$ cat config.mk
export PLATFORM = sky130hd
export DESIGN_NAME = chipRegisterBridge
export DESIGN_NICKNAME = d
export VERILOG_FILES = /design/src/logic/amigaBusPkg.sv /design/src/logic/colorClockPkg.sv /design/src/logic/busDataPath.sv /design/src/logic/chipRegisterBridge.sv /design/src/logic/colorClockSync.sv /design/src/logic/registerCycleFsm.sv /design/src/logic/waitStateTimer.sv
export SDC_FILE = /design/constraint.sdc
export NUM_CORES = 1
export LEC_CHECK = 0
export BUFFER_PORTS_ARGS = -buffer_cell sky130_fd_sc_hd__buf_4
export CAP_MARGIN = 20
export CORE_AREA = 2 2 74 90
export DETAILED_ROUTE_END_ITERATION = 10
export DIE_AREA = 0 0 76 92
export PLACE_DENSITY = 0.73
export SLEW_MARGIN = 20
export SYNTH_ARGS = -nofsm -noshare
export SYNTH_HDL_FRONTEND = slang
export SYNTH_SLANG_ARGS = --single-unit
$ cat constraint.sdc
create_clock -name CLK40 -period 4.5 [get_ports CLK40]
set_clock_uncertainty 0.1 [all_clocks]
set_input_delay 0.225 -clock CLK40 [delete_from_list [all_inputs] [get_ports CLK40]]
set_output_delay 0.225 -clock CLK40 [all_outputs]
set_load 0.01 [all_outputs]
$ cat src/logic/amigaBusPkg.sv
package amigaBusPkg;

    ////////////////////////////////////////////////////////////////////
    // CPU side of the register bridge
    ////////////////////////////////////////////////////////////////////

    // SIZ1:SIZ0 as driven by the 68040
    typedef enum logic [1:0] {
        sizeLong = 2'b00,
        sizeByte = 2'b01,
        sizeWord = 2'b10,
        sizeLine = 2'b11
    } sizeCode;

    // Held stable by the CPU from nRegSpace low until termination
    typedef struct packed {
        logic        rnw;
        sizeCode     size;
        // Word address, bit 0 picks the byte lane
        logic [7:0]  addr;
        logic [15:0] wrData;
    } cpuRequest;

    // Termination and read data back to the CPU
    typedef struct packed {
        logic        regTa;
        logic        busErr;
        logic [15:0] rdData;
    } cpuResponse;

    ////////////////////////////////////////////////////////////////////
    // Chip side, MC68000 style bus
    ////////////////////////////////////////////////////////////////////

    typedef struct packed {
        // Strobes are active low
        logic        nAs;
        logic        nLds;
        logic        nUds;
        logic        nRegEn;
        logic        rnw;
        logic [7:0]  addr;
        logic [15:0] wrData;
        // Drive enable for wrData
        logic        dataOe;
    } chipBusOut;

endpackage

$ cat src/logic/colorClockPkg.sv
package colorClockPkg;

    ////////////////////////////////////////////////////////////////////
    // Color clock phases and bus cycle states
    ////////////////////////////////////////////////////////////////////

    // Encoded as {C1, C3}
    // Sequence in time is LowLow, HighLow, HighHigh, LowHigh
    typedef enum logic [1:0] {
        phaseLowLow   = 2'b00,
        phaseHighLow  = 2'b10,
        phaseHighHigh = 2'b11,
        phaseLowHigh  = 2'b01
    } colorPhase;

    // MC68000 bus states used by a register cycle
    typedef enum logic [2:0] {
        stateIdle  = 3'd0,  // state 2
        stateWait  = 3'd1,  // state 4, wait states live here
        stateLatch = 3'd2,  // state 5
        stateHold  = 3'd3,  // state 6
        stateEnd   = 3'd4   // state 7
    } busState;

    // Flops in each C1/C3 synchronizer
    localparam int syncStages = 2;

    // Color clock periods allowed in stateWait
    localparam int maxWaitPeriods = 8;

    // Must hold maxWaitPeriods
    localparam int waitCountWidth = 4;

endpackage

$ cat src/logic/busDataPath.sv
module busDataPath (
    input  logic                      CLK40,
    input  logic                      nRESET,
    input  logic                      nRegSpace,
    input  colorClockPkg::busState    state,
    input  logic                      asEn,
    input  logic                      dsEn,
    input  logic                      regEn,
    input  amigaBusPkg::cpuRequest    request,
    input  logic               [15:0] chipDataIn,
    output amigaBusPkg::chipBusOut    chipBus,
    output logic               [15:0] rdData
);

    import amigaBusPkg::*;
    import colorClockPkg::*;

    // Request as seen when the cycle opened
    cpuRequest cycleReq;

    // Byte lanes wanted by this cycle
    logic upperLane;
    logic lowerLane;

    // Follow the request while idle, last sample is the opening edge
    always_ff @(posedge CLK40 or negedge nRESET) begin
        if (!nRESET) begin
            cycleReq <= '{rnw: 1'b1, size: sizeLong, addr: '0, wrData: '0};
        end else if (state == stateIdle && !nRegSpace) begin
            cycleReq <= request;
        end
    end

    // Reads take both lanes
    // Writes pick the lane from addr bit 0, word and long add the lower lane
    assign upperLane = cycleReq.rnw || !cycleReq.addr[0];
    assign lowerLane = cycleReq.rnw || cycleReq.addr[0] ||
                       (cycleReq.size == sizeWord) || (cycleReq.size == sizeLong);

    // Keep sampling through state 5, the final sample meets regTa
    always_ff @(posedge CLK40) begin
        if (state == stateLatch && cycleReq.rnw) begin
            rdData <= chipDataIn;
        end
    end

    ////////////////////////////////////////////////////////////////////
    // Chip bus outputs
    ////////////////////////////////////////////////////////////////////

    assign chipBus.nAs    = !asEn;
    assign chipBus.nUds   = !(dsEn && upperLane);
    assign chipBus.nLds   = !(dsEn && lowerLane);
    assign chipBus.nRegEn = !regEn;
    assign chipBus.rnw    = cycleReq.rnw;
    assign chipBus.addr   = cycleReq.addr;
    assign chipBus.wrData = cycleReq.wrData;
    // Only writes turn the data bus around
    assign chipBus.dataOe = dsEn && !cycleReq.rnw;

endmodule

$ cat src/logic/chipRegisterBridge.sv
module chipRegisterBridge (
    input  logic                      CLK40,
    input  logic                      nRESET,
    input  logic                      c1,
    input  logic                      c3,
    input  logic                      nRegSpace,
    input  amigaBusPkg::cpuRequest    request,
    input  logic                      nDbr,
    input  logic                      casAgnus,
    input  logic               [15:0] chipDataIn,
    output amigaBusPkg::cpuResponse   response,
    output amigaBusPkg::chipBusOut    chipBus,
    output logic                      regCycle
);

    import colorClockPkg::*;

    // Color clock timing
    colorPhase phase;
    logic      phaseStart;

    // FSM to timer
    logic waiting;
    logic timeout;

    // FSM to data path
    busState     state;
    logic        asEn;
    logic        dsEn;
    logic        regEn;

    // Response pieces
    logic        regTa;
    logic        busErr;
    logic [15:0] rdData;

    colorClockSync colorClockSync0 (
        .CLK40      (CLK40),
        .nRESET     (nRESET),
        .c1         (c1),
        .c3         (c3),
        .phase      (phase),
        .phaseStart (phaseStart)
    );

    waitStateTimer waitStateTimer0 (
        .CLK40      (CLK40),
        .nRESET     (nRESET),
        .waiting    (waiting),
        .phaseStart (phaseStart),
        .timeout    (timeout)
    );

    registerCycleFsm registerCycleFsm0 (
        .CLK40     (CLK40),
        .nRESET    (nRESET),
        .nRegSpace (nRegSpace),
        .rnw       (request.rnw),
        .phase     (phase),
        .nDbr      (nDbr),
        .casAgnus  (casAgnus),
        .timeout   (timeout),
        .state     (state),
        .asEn      (asEn),
        .dsEn      (dsEn),
        .regEn     (regEn),
        .regCycle  (regCycle),
        .waiting   (waiting),
        .regTa     (regTa),
        .busErr    (busErr)
    );

    busDataPath busDataPath0 (
        .CLK40      (CLK40),
        .nRESET     (nRESET),
        .nRegSpace  (nRegSpace),
        .state      (state),
        .asEn       (asEn),
        .dsEn       (dsEn),
        .regEn      (regEn),
        .request    (request),
        .chipDataIn (chipDataIn),
        .chipBus    (chipBus),
        .rdData     (rdData)
    );

    // Termination from the FSM, data from the data path
    assign response = '{regTa: regTa, busErr: busErr, rdData: rdData};

endmodule

$ cat src/logic/colorClockSync.sv
module colorClockSync (
    input  logic                   CLK40,
    input  logic                   nRESET,
    input  logic                   c1,
    input  logic                   c3,
    output colorClockPkg::colorPhase phase,
    output logic                   phaseStart
);

    import colorClockPkg::*;

    // Synchronizer chains, oldest sample at the top bit
    logic [syncStages-1:0] c1Sync;
    logic [syncStages-1:0] c3Sync;

    // Phase seen on the previous clock
    colorPhase lastPhase;

    // Both chains come out of reset high
    always_ff @(posedge CLK40 or negedge nRESET) begin
        if (!nRESET) begin
            c1Sync <= '1;
            c3Sync <= '1;
        end else begin
            c1Sync <= {c1Sync[syncStages-2:0], c1};
            c3Sync <= {c3Sync[syncStages-2:0], c3};
        end
    end

    // Name the synchronized pair
    assign phase = colorPhase'({c1Sync[syncStages-1], c3Sync[syncStages-1]});

    // Matches the synchronizer reset value
    always_ff @(posedge CLK40 or negedge nRESET) begin
        if (!nRESET) begin
            lastPhase <= phaseHighHigh;
        end else begin
            lastPhase <= phase;
        end
    end

    // One pulse per color clock period, on the first LowLow clock
    assign phaseStart = (phase == phaseLowLow) && (lastPhase != phaseLowLow);

endmodule

$ cat src/logic/registerCycleFsm.sv
module registerCycleFsm (
    input  logic                     CLK40,
    input  logic                     nRESET,
    input  logic                     nRegSpace,
    input  logic                     rnw,
    input  colorClockPkg::colorPhase phase,
    input  logic                     nDbr,
    input  logic                     casAgnus,
    input  logic                     timeout,
    output colorClockPkg::busState   state,
    output logic                     asEn,
    output logic                     dsEn,
    output logic                     regEn,
    output logic                     regCycle,
    output logic                     waiting,
    output logic                     regTa,
    output logic                     busErr
);

    import colorClockPkg::*;

    // Direction taken when the cycle opened
    logic readCycle;

    // Agnus owns the chip bus while either is active
    logic agnusBusy;

    assign agnusBusy = !nDbr || casAgnus;

    // Timer runs only in state 4
    assign waiting = (state == stateWait);

    //////////////////////////////////////////////////////////////////////
    // MC68000 state sequence 2, 4, 5, 6, 7
    //////////////////////////////////////////////////////////////////////

    always_ff @(posedge CLK40 or negedge nRESET) begin
        if (!nRESET) begin
            state     <= stateIdle;
            asEn      <= 1'b0;
            dsEn      <= 1'b0;
            regEn     <= 1'b0;
            regCycle  <= 1'b0;
            regTa     <= 1'b0;
            busErr    <= 1'b0;
            readCycle <= 1'b1;
        end else begin
            case (state)
                // State 2, cycles only open with C1 and C3 both low
                stateIdle: begin
                    regTa  <= 1'b0;
                    busErr <= 1'b0;
                    if (phase == phaseLowLow && !nRegSpace) begin
                        asEn      <= 1'b1;
                        regEn     <= 1'b1;
                        regCycle  <= 1'b1;
                        // Reads drive both strobes with nAs
                        dsEn      <= rnw;
                        readCycle <= rnw;
                        state     <= stateWait;
                    end
                end

                // State 4, stretched while Agnus holds the bus
                stateWait: begin
                    if (timeout) begin
                        // Give up, drop everything and flag a bus error
                        asEn     <= 1'b0;
                        dsEn     <= 1'b0;
                        regEn    <= 1'b0;
                        regCycle <= 1'b0;
                        busErr   <= 1'b1;
                        state    <= stateIdle;
                    end else if (phase == phaseHighHigh) begin
                        // Write strobes come on here
                        dsEn <= 1'b1;
                        if (!agnusBusy) begin
                            state <= stateLatch;
                        end
                    end
                end

                // State 5, read data is sampled here
                stateLatch: begin
                    if (phase == phaseLowHigh) begin
                        // early termination for reads only
                        regTa <= readCycle;
                        state <= stateHold;
                    end
                end

                // State 6
                stateHold: begin
                    regTa <= 1'b0;
                    if (phase == phaseLowLow) begin
                        state <= stateEnd;
                    end
                end

                // State 7, release on C1 rising
                stateEnd: begin
                    if (phase == phaseHighLow) begin
                        asEn     <= 1'b0;
                        dsEn     <= 1'b0;
                        regEn    <= 1'b0;
                        regCycle <= 1'b0;
                        // Writes terminate with the strobe release
                        regTa    <= !readCycle;
                        state    <= stateIdle;
                    end
                end

                default: begin
                    state <= stateIdle;
                end
            endcase
        end
    end

endmodule

$ cat src/logic/waitStateTimer.sv
module waitStateTimer (
    input  logic CLK40,
    input  logic nRESET,
    input  logic waiting,
    input  logic phaseStart,
    output logic timeout
);

    import colorClockPkg::*;

    // Color clock periods spent in stateWait so far
    logic [waitCountWidth-1:0] waitCount;
    logic                      limitReached;

    assign limitReached = (waitCount == waitCountWidth'(maxWaitPeriods));

    // Count period starts while the FSM is stalled
    // Stops at the limit, clears as soon as waiting drops
    always_ff @(posedge CLK40 or negedge nRESET) begin
        if (!nRESET) begin
            waitCount <= '0;
        end else if (!waiting) begin
            waitCount <= '0;
        end else if (phaseStart && !limitReached) begin
            waitCount <= waitCount + 1'b1;
        end
    end

    // Registered flag
    // Falls one clock after the FSM leaves stateWait
    always_ff @(posedge CLK40 or negedge nRESET) begin
        if (!nRESET) begin
            timeout <= 1'b0;
        end else begin
            timeout <= waiting && limitReached;
        end
    end

endmodule

* After elaboration in Yosys (flattened, before gate mapping)
Index checks and enable logic that the tools add are counted.
Operators by class: add/subtract/negate cells 1, reduce and logical (&&, ||, !) cells 37, mux-type cells 23, eq/ne operators 17
Operator list (number):
- 2-to-1 mux 3 bit | 7
- case mux 3 bit (5 select lines) | 1
- != test 2 bit, second input constant | 5
- logical AND 1 bit | 9
- zero test 1 bit | 9
- 2-to-1 mux 1 bit | 9
- case mux 1 bit (3 select lines) | 3
- 2-to-1 mux 4 bit | 2
- AND reduction 4 bit | 2
- == test 2 bit, second input constant | 3
- == test 3 x 2 -> 1 bit, second input constant | 2
- AND reduction 6 bit | 1
- nonzero test 3 bit | 2
- logical OR 1 bit | 5
- adder 4 x 1 -> 4 bit, second input constant | 1
- == test 4 bit, second input constant | 1
- zero test 2 bit | 2
- AND reduction 2 bit | 2
- nonzero test 2 bit | 2
- == test 3 x 1 -> 1 bit, second input constant | 1
- == test 3 bit, second input constant | 1
- zero test 3 bit | 1
- != test 3 x 2 -> 1 bit, second input constant | 1
- != test 3 bit, second input constant | 1
- 5 further kinds | 5
Word-level totals: bits in registers 62, input port bits 50, logic and storage cells 94, output and inout bits 49

* Depth between registers and ports, before layout
Gate-level depths: netlist of the first run.
depth after elaboration 6, depth in mapped cells 7, depth with buffers taken out 6

* Hierarchy
A second synthesis of the first run with hierarchy kept.
Unflattened totals: cell total of the unflattened synthesis 209, area total of the unflattened synthesis 2711.4 um^2
Modules (own cells, without submodules):
- busDataPath | area an instance 1699.1 um^2, times used 1, cells an instance 105, seq. area each 1132.3 um^2
- registerCycleFsm | area an instance 556.8 um^2, times used 1, cells an instance 67, seq. area each 201.4 um^2
- waitStateTimer | area an instance 254.0 um^2, times used 1, cells an instance 25, seq. area each 125.1 um^2
- colorClockSync | area an instance 186.4 um^2, times used 1, cells an instance 10, seq. area each 157.7 um^2
- chipRegisterBridge | area an instance 15.0 um^2, times used 1, cells an instance 2, seq. area each 0.0 um^2

* Least setup slack after synthesis of the first run
Ideal clock, no wire load.
path kind register to register, from register registerCycleFsm0.state[2], to register busDataPath0.rdData[0], enable pin, path buffers 2, setup time 0.413 ns, data arrival time 2.104 ns, data required time 3.987 ns, clock period less this slack 2.617 ns, setup slack 1.883 ns, cell stages (with the launch flop) 5, cell sequence dfrtp_1 -> buf_2 -> buf_2 -> nand2b_1 -> nor3b_1
On the way: cells in the longest elaborated chain, start to end 2
RTL lines:
- from (decl) | RTL line registerCycleFsm.sv:10 | output colorClockPkg::busState state,
- from (signal assigned) | RTL line registerCycleFsm.sv:39 | state <= stateIdle;
- from (signal assigned) | RTL line registerCycleFsm.sv:60 | state <= stateWait;
- from (signal assigned) | RTL line registerCycleFsm.sv:73 | state <= stateIdle;
- == test 3 x 2 -> 1 bit | RTL line busDataPath.sv:42 | if (state == stateLatch && cycleReq.rnw) begin
- logical AND 1 bit | RTL line busDataPath.sv:42
- to (signal assigned) | RTL line busDataPath.sv:43 | rdData <= chipDataIn;
- to (decl) | RTL line busDataPath.sv:12 | output logic [15:0] rdData
Every way passes these cells. A chain may end at the register's enable or synchronous reset.

* Worst setup path in the final report of the first run
from register registerCycleFsm0.state[1], to register busDataPath0.rdData[10], enable pin
Same word-level chain as after synthesis.

==> impl_metrics.toml, run 1 <==
[outcome]
outcome = "complete, no violations"

[grt]
grt_pass1_wl_um = 8645
antenna_found_initial = 0
track_usage_pct = 15.69
first_global_vias = 1911
grt-ovfl-total = 0
grt_max_degree = 46

[synth]
yosysSeqAreaShare_pct = 60.21
synth_top_area_cell = "dfrtp_1"
synth_cell_types = 46
synth-edff-count = 16
syn-cell-area_mm2 = 0.002685
synth_cells = 204
ys_ff_latch = 61
synth_nets = 256
synth.top_cells.by_area = "dfrtp_1, edfxtp_1, buf_4"
async_reset_ff_share_pct = 73.77
synth_warnings = 0
synth_top_area_share_pct = 34.48
postSynthAreaPerCell_um2 = 13.16
synthFlopType = "dfrtp_1"

[routing]
drc = 0
drtIter0Drc = 85
routed-via-count = 1826
ant_nets = 0
routed_via_density = 4.718
detail_route.wirelength_um = 5226
drt-wirelength-per-cell_um = 13.50
drt_first_pass_iters = 4

[cells_and_area]
multi_input_area_um2 = 779.5
nFillCells = 501
insertedDiodeCount = 0
seqCellArea_mm2 = 0.001617
drive_gt1_share_pct = 47.35
area_growth_pct = 38.07
nets = 349

[cts]
cts.reportedPaths.clkPinSlew_ns = 0.07
cts.repair.resized = 0
cts_max_level = 3
insertion_delay_ns = 0.33
cts_sinks = 61
cts_root_buffer = "clkbuf_8"
cts.path.max_buffers = 2
cts_tree = "built"
cts_buffers = 9

[worst_setup_path]
critPathLaunchType = "register"
reg2reg_to = "busDataPath0.rdData[10]"
r2r.worst_path.cells = 2
crit_type = "reg -> reg"
crit_arrival_ns = 2.10
cp-end-kind = "register"
ff2ff_setup_slack_ns = 2.24
r2r-start = "registerCycleFsm0.state[1]"
critPathMaxFanout = 16
cp_data_required_time_ns = 4.34

[power]
switching_share_pct = 30.53
seqPwrFrac_pct = 41.7
clock_power_share_pct = 22.9
leakagePower_nw = 1.654
ir_drop_mv = 0.3940
comb_power_share_pct = 35.4
switching_power_mw = 0.6873
cellPowerDensity_mw_per_mm2 = 607.3
p_int_mw = 1.564

[floorplan]
chipWidth_um = 76
die-area_mm2 = 0.006992
initial_utilization_pct = 43.27
num_rows = 32
io_pins = 99
core_area_mm2 = 0.006206
fp.dieH_um = 92

[sta]
min_period_ns = 2.258
whs_ns = 0.01463
drv_slew = 0
tightestPinTransition_ns = 1.062
finalSetupViolations = 0
finalHoldViolCount = 0
fin_setup_tns_ns = 0
post-route-period-util_pct = 50.19
fmax_mhz = 442.8
rsz0062_at_grt = "false"
slew_headroom_pct = 28.89

[placed_design]
place_congestion = 0.7857
port_buffers = 97
dp_hpwl_um = 3495

[flow_run]
max-cap-violations = 0

[min_path]
hp-class = "in -> reg"
min_from = "request[14]"
holdPathEnd = "busDataPath0.chipBus[15]"
hold_path_depth = 2
## Yosys cell counts (2+ instances only)
cell	instances
dfrtp_1	37
buf_4	29
mux2_2	19
edfxtp_1	16
nor2_1	11
dfstp_2	8
nand2_1	8
mux2_1	7
a21oi_1	6
inv_1	5
nand2b_1	5
buf_2	4
nor3_1	4
o21ai_0	4
buf_6	3
nor2b_1	3
clkbuf_1	2
ha_1	2
o21a_1	2
xnor2_1	2
xor2_1	2
## worst max path at each step
stage                               startpoint                       to  depth (start not counted)
floorplan           registerCycleFsm0.state[2]   busDataPath0.rdData[0]                          4
global placement    registerCycleFsm0.state[2]  busDataPath0.rdData[10]                          2
detailed placement  registerCycleFsm0.state[2]  busDataPath0.rdData[10]                          2
CTS                 registerCycleFsm0.state[1]   busDataPath0.rdData[9]                          2
global route        registerCycleFsm0.state[1]   busDataPath0.rdData[7]                          2
finish              registerCycleFsm0.state[1]  busDataPath0.rdData[10]                          2
## area by class of cell
| type | count | share of cell area [%] |
|---|---|---|
| inverters | 5 | 0.5062 |
| clock inverters | 3 | 1.080 |
| clock buffers | 13 | 4.860 |
| repair buffers | 121 | 26.05 |
| multi-input cells | 99 | 21.03 |
| well taps | 85 | 2.869 |
| flip-flops and latches | 61 | 43.60 |
## power groups by stage
| stage | Sequential, mW | Combinational (mW) | Clock, mW |
|---|---|---|---|
| global route | 0.970 | 0.863 | 0.556 |
| global placement | 0.937 | 0.777 | 0 |
| CTS | 0.938 | 0.809 | 0.533 |
| detailed placement | 0.946 | 0.792 | 0 |
| floorplan | 0.902 | 0.614 | 0 |
| finish | 0.938 | 0.797 | 0.516 |
## cell usage in the layout, fill, tap and decap left out, types with 2 or more instances in the layout
cell	Yosys	layout
xnor2_1	2	2
clkinv_2	0	2
nand2b_1	5	5
mux2_1	7	7
dfrtp_1	37	37
nor2_1	11	11
clkbuf_8	0	11
dlygate4sd3_1	0	23
o21ai_0	4	4
buf_4	29	98
o21a_1	2	2
nand2_1	8	8
edfxtp_1	16	16
xor2_1	2	2
dfstp_2	8	8
ha_1	2	2
a21oi_1	6	6
nor2b_1	3	3
inv_1	5	5
mux2_2	19	19
nor3_1	4	4
## metrics by stage
stage | total power [mW] | cell area (µm²) | setup slack (ns) | std cells | util (%)
floorplan | 1.516 | 2685 | 1.883 | 204 | -
global placement | 1.714 | 3257 | 2.279 | 348 | 52.48
detailed placement | 1.737 | 3257 | 2.243 | 348 | 52.48
CTS | 2.280 | 3707 | 2.235 | 387 | 59.74
global route | 2.389 | 3707 | 2.081 | 387 | 59.74
finish | 2.251 | 3707 | 2.242 | 387 | 59.74
## critical path, stage by stage (launching register included)
cell,delay [ns]
dfrtp_1,0.66
nand2b_1,0.20
nor3b_2,0.90
## cell families after synthesis
| family | share of synthesized area, % |
|---|---|
| mux | 11.28 |
| simple gates | 8.714 |
| xor+xnor | 1.305 |
| flops | 60.21 |
| compound gates | 6.291 |
| buf+inv | 11.28 |
| fa+ha+maj | 0.9318 |
## registers in the layout, summed over array words and instances (netlist names)
name                         cells
busDataPath0.chipBus            25
busDataPath0.cycleReq            1
busDataPath0.rdData             16
colorClockSync0.c1Sync           2
colorClockSync0.c3Sync           2
colorClockSync0.lastPhase        2
registerCycleFsm0.asEn           1
registerCycleFsm0.busErr         1
registerCycleFsm0.dsEn           1
registerCycleFsm0.readCycle      1
registerCycleFsm0.regTa          1
registerCycleFsm0.state          3
waitStateTimer0.timeout          1
waitStateTimer0.waitCount        4
## per-layer routing
metal	global-route usage, %	wire length, µm
met2	26.49	2567
met3	4.528	385
met5	0	0
met1	18.57	2201
met4	7.273	70
## what timing repair did
action | in CTS | in global routing
buffers inserted | 0 | 0
hold buffers | 23 | 0
endpoints found under the hold margin | 59 | 0
(Power assumes the default switching activity.)
==> inputs of run 2 (changes only) <==
==> constraint.sdc (replaced) <==
create_clock -name CLK40 -period 2.1 [get_ports CLK40]
set_clock_uncertainty 0.1 [all_clocks]
set_input_delay 0.105 -clock CLK40 [delete_from_list [all_inputs] [get_ports CLK40]]
set_output_delay 0.105 -clock CLK40 [all_outputs]
set_load 0.01 [all_outputs]
==> run 2 against run 1 <==
Effect of this change:
- hold slack better by 0.039 ns
- design area is 7.4% higher
- first-iteration DRC count is 14% lower
- clock power is 120% higher
- combinational power is 130% higher
==> impl_metrics.toml, run 2 (synthesized netlist as in run 1, its figures left out) <==
[outcome]
outcome = "complete, no violations"

[worst_setup_path]
reg2reg_to = "registerCycleFsm0.asEn"
critical_path.slowest_cell = "dfrtp_1"
cp_data_required_time_ns = 2.22
ff2ff_setup_slack_ns = 0.27
critPathLaunchType = "register"
crit_arrival_ns = 1.95
crit_family = "flip-flops"
crit_type = "reg -> reg"
path_cells = "nor4_1 -> nand2b_1 -> a21oi_1 -> mux2_2"
crit_buf_inv = 0
cp-end-kind = "register"
r2r-start = "registerCycleFsm0.state[0]"
critPathMaxFanout = 12
r2r.worst_path.cells = 4
cp_slowest_stage_delay_ns = 0.52

[routing]
routed_via_density = 4.634
drtIter0Drc = 73
drt_first_pass_iters = 4
drc = 0
routed-via-count = 1914
ant_nets = 0
drt-wirelength-per-cell_um = 13.55
detail_route.wirelength_um = 5595

[grt]
met1_usage_pct = 19.75
grt_util_met2_pct = 28.42
track_usage_pct = 16.65
antenna_found_initial = 0
grtUsageMet3_pct = 5.217
top_usage_layer = "met2"
grt_max_degree = 46
grt_pass1_wl_um = 9252
grt-ovfl-total = 0
first_global_vias = 1997

[cells_and_area]
area_growth_pct = 48.28
final_cell_mix = "buf_4, dlygate4sd3_1, dfrtp_1, mux2_2, edfxtp_1"
final_cell_area_mm2 = 0.003981
insertedDiodeCount = 0
nets = 375
largest_reg_flops = 25
drive_gt1_share_pct = 45.12
mostFrequentLayoutCell = "buf_4"

[min_path]
hold_path_depth = 4
hp-class = "in -> reg"
min_from = "nRegSpace"
holdPathEnd = "registerCycleFsm0.state[0]"

[placed_design]
post_dp_cell_area_mm2 = 0.003299
port_buffers = 97
place_congestion = 0.7268
dp_hpwl_um = 3517

[power]
cellPowerDensity_mw_per_mm2 = 1243
seqPwrFrac_pct = 40.1
comb_power_share_pct = 37.2
switching_share_pct = 30.84
ir_drop_mv = 0.7900
clock_power_share_pct = 22.6
leakagePower_nw = 1.773
p_int_mw = 3.424
switching_power_mw = 1.527

[cts]
postCtsSetupBuffers = 0
cts_max_level = 3
cts_root_buffer = "clkbuf_8"
cts_tree = "built"
cts.path.max_buffers = 2
cts.reportedPaths.clkPinSlew_ns = 0.07
cts_buffers = 9
cts_sinks = 61
insertion_delay_ns = 0.33
cts.repair.resized = 0

[floorplan]
core_area_mm2 = 0.006206
chipWidth_um = 76
num_rows = 32
initial_utilization_pct = 43.27
io_pins = 99
die-area_mm2 = 0.006992
fp.dieH_um = 92

[sta]
slew_headroom_pct = 62.34
finalHoldViolCount = 0
fmax_mhz = 545.2
finalSetupViolations = 0
min_period_ns = 1.834
post-route-period-util_pct = 87.33
drv_slew = 0
rsz0062_at_grt = "false"
fin_setup_tns_ns = 0
tightestPinTransition_ns = 0.5648

[flow_run]
max-cap-violations = 0
[run 2: cell types whose count changed in the layout (fill, tap and decap cells not counted), sizes merged]
cell	previous run	this run
inv	5	6
dlygate4sd3	23	45
buf	98	102
bufinv	1	0
clkinvlp	0	1
clkinv	2	1
[run 2: worst max-delay path by stage]
stage                          startpoint                         end  slack, ns  cells past startpoint
2_1_floorplan  registerCycleFsm0.state[2]      busDataPath0.rdData[0]       0.04                      4
3_3_place_gp   registerCycleFsm0.state[1]  registerCycleFsm0.state[1]       0.30                      4
3_5_place_dp   registerCycleFsm0.state[1]  registerCycleFsm0.state[1]       0.26                      4
4_1_cts        registerCycleFsm0.state[1]  registerCycleFsm0.state[1]       0.25                      4
5_1_grt        registerCycleFsm0.state[1]  registerCycleFsm0.state[1]       0.12                      4
6_report       registerCycleFsm0.state[0]      registerCycleFsm0.asEn       0.27                      4
[run 2: cell type report]
cell class | count | area, µm²
inverters | 5 | 18.77
fillers | 466 | 2225
repair buffers | 147 | 1229
clock buffers | 13 | 212.7
clock inverters | 3 | 18.77
flip-flops and latches | 61 | 1617
well taps | 85 | 106.4
multi-input cells | 99 | 779.5
[run 2: per-stage QoR]
| stage | worst slack [ns] | instances | hold WS (ns) | power, mW | utilization, % |
|---|---|---|---|---|---|
| finish | 0.2660 | 413 | 0.05325 | 4.951 | 64.15 |
| global route | 0.1197 | 413 | 0.06076 | 5.238 | 64.15 |
| CTS | 0.2457 | 413 | 0.04674 | 5.002 | 64.15 |
| detailed placement | 0.2618 | 352 | 0.03911 | 3.798 | 53.17 |
| global placement | 0.3020 | 352 | 0.03920 | 3.736 | 53.17 |
| floorplan | 0.03563 | 204 | -0.2906 | 3.254 | - |
[run 2: layer usage]
layer,routed length (µm),vias to the layer above
li1,-,917
met1,2317,910
met2,2762,81
met3,453,6
met4,61,0
met5,0,-
[run 2: timing repair]
action	in CTS	in global routing
setup endpoints to repair	0	0
hold buffers	45	0
endpoints found under the hold margin	82	0
[run 2: worst min-delay path: stages]
cell and delay (ns):
buf_4 0.10, nor3_1 0.04, a21oi_1 0.11, o41ai_1 0.08
[run 2: power by group through the flow]
stage	logic (mW)	clock network, mW	registers [mW]
floorplan	1.32	0	1.93
global placement	1.75	0	1.99
detailed placement	1.79	0	2.01
CTS	1.86	1.15	1.99
global route	1.98	1.20	2.06
finish	1.84	1.12	1.99
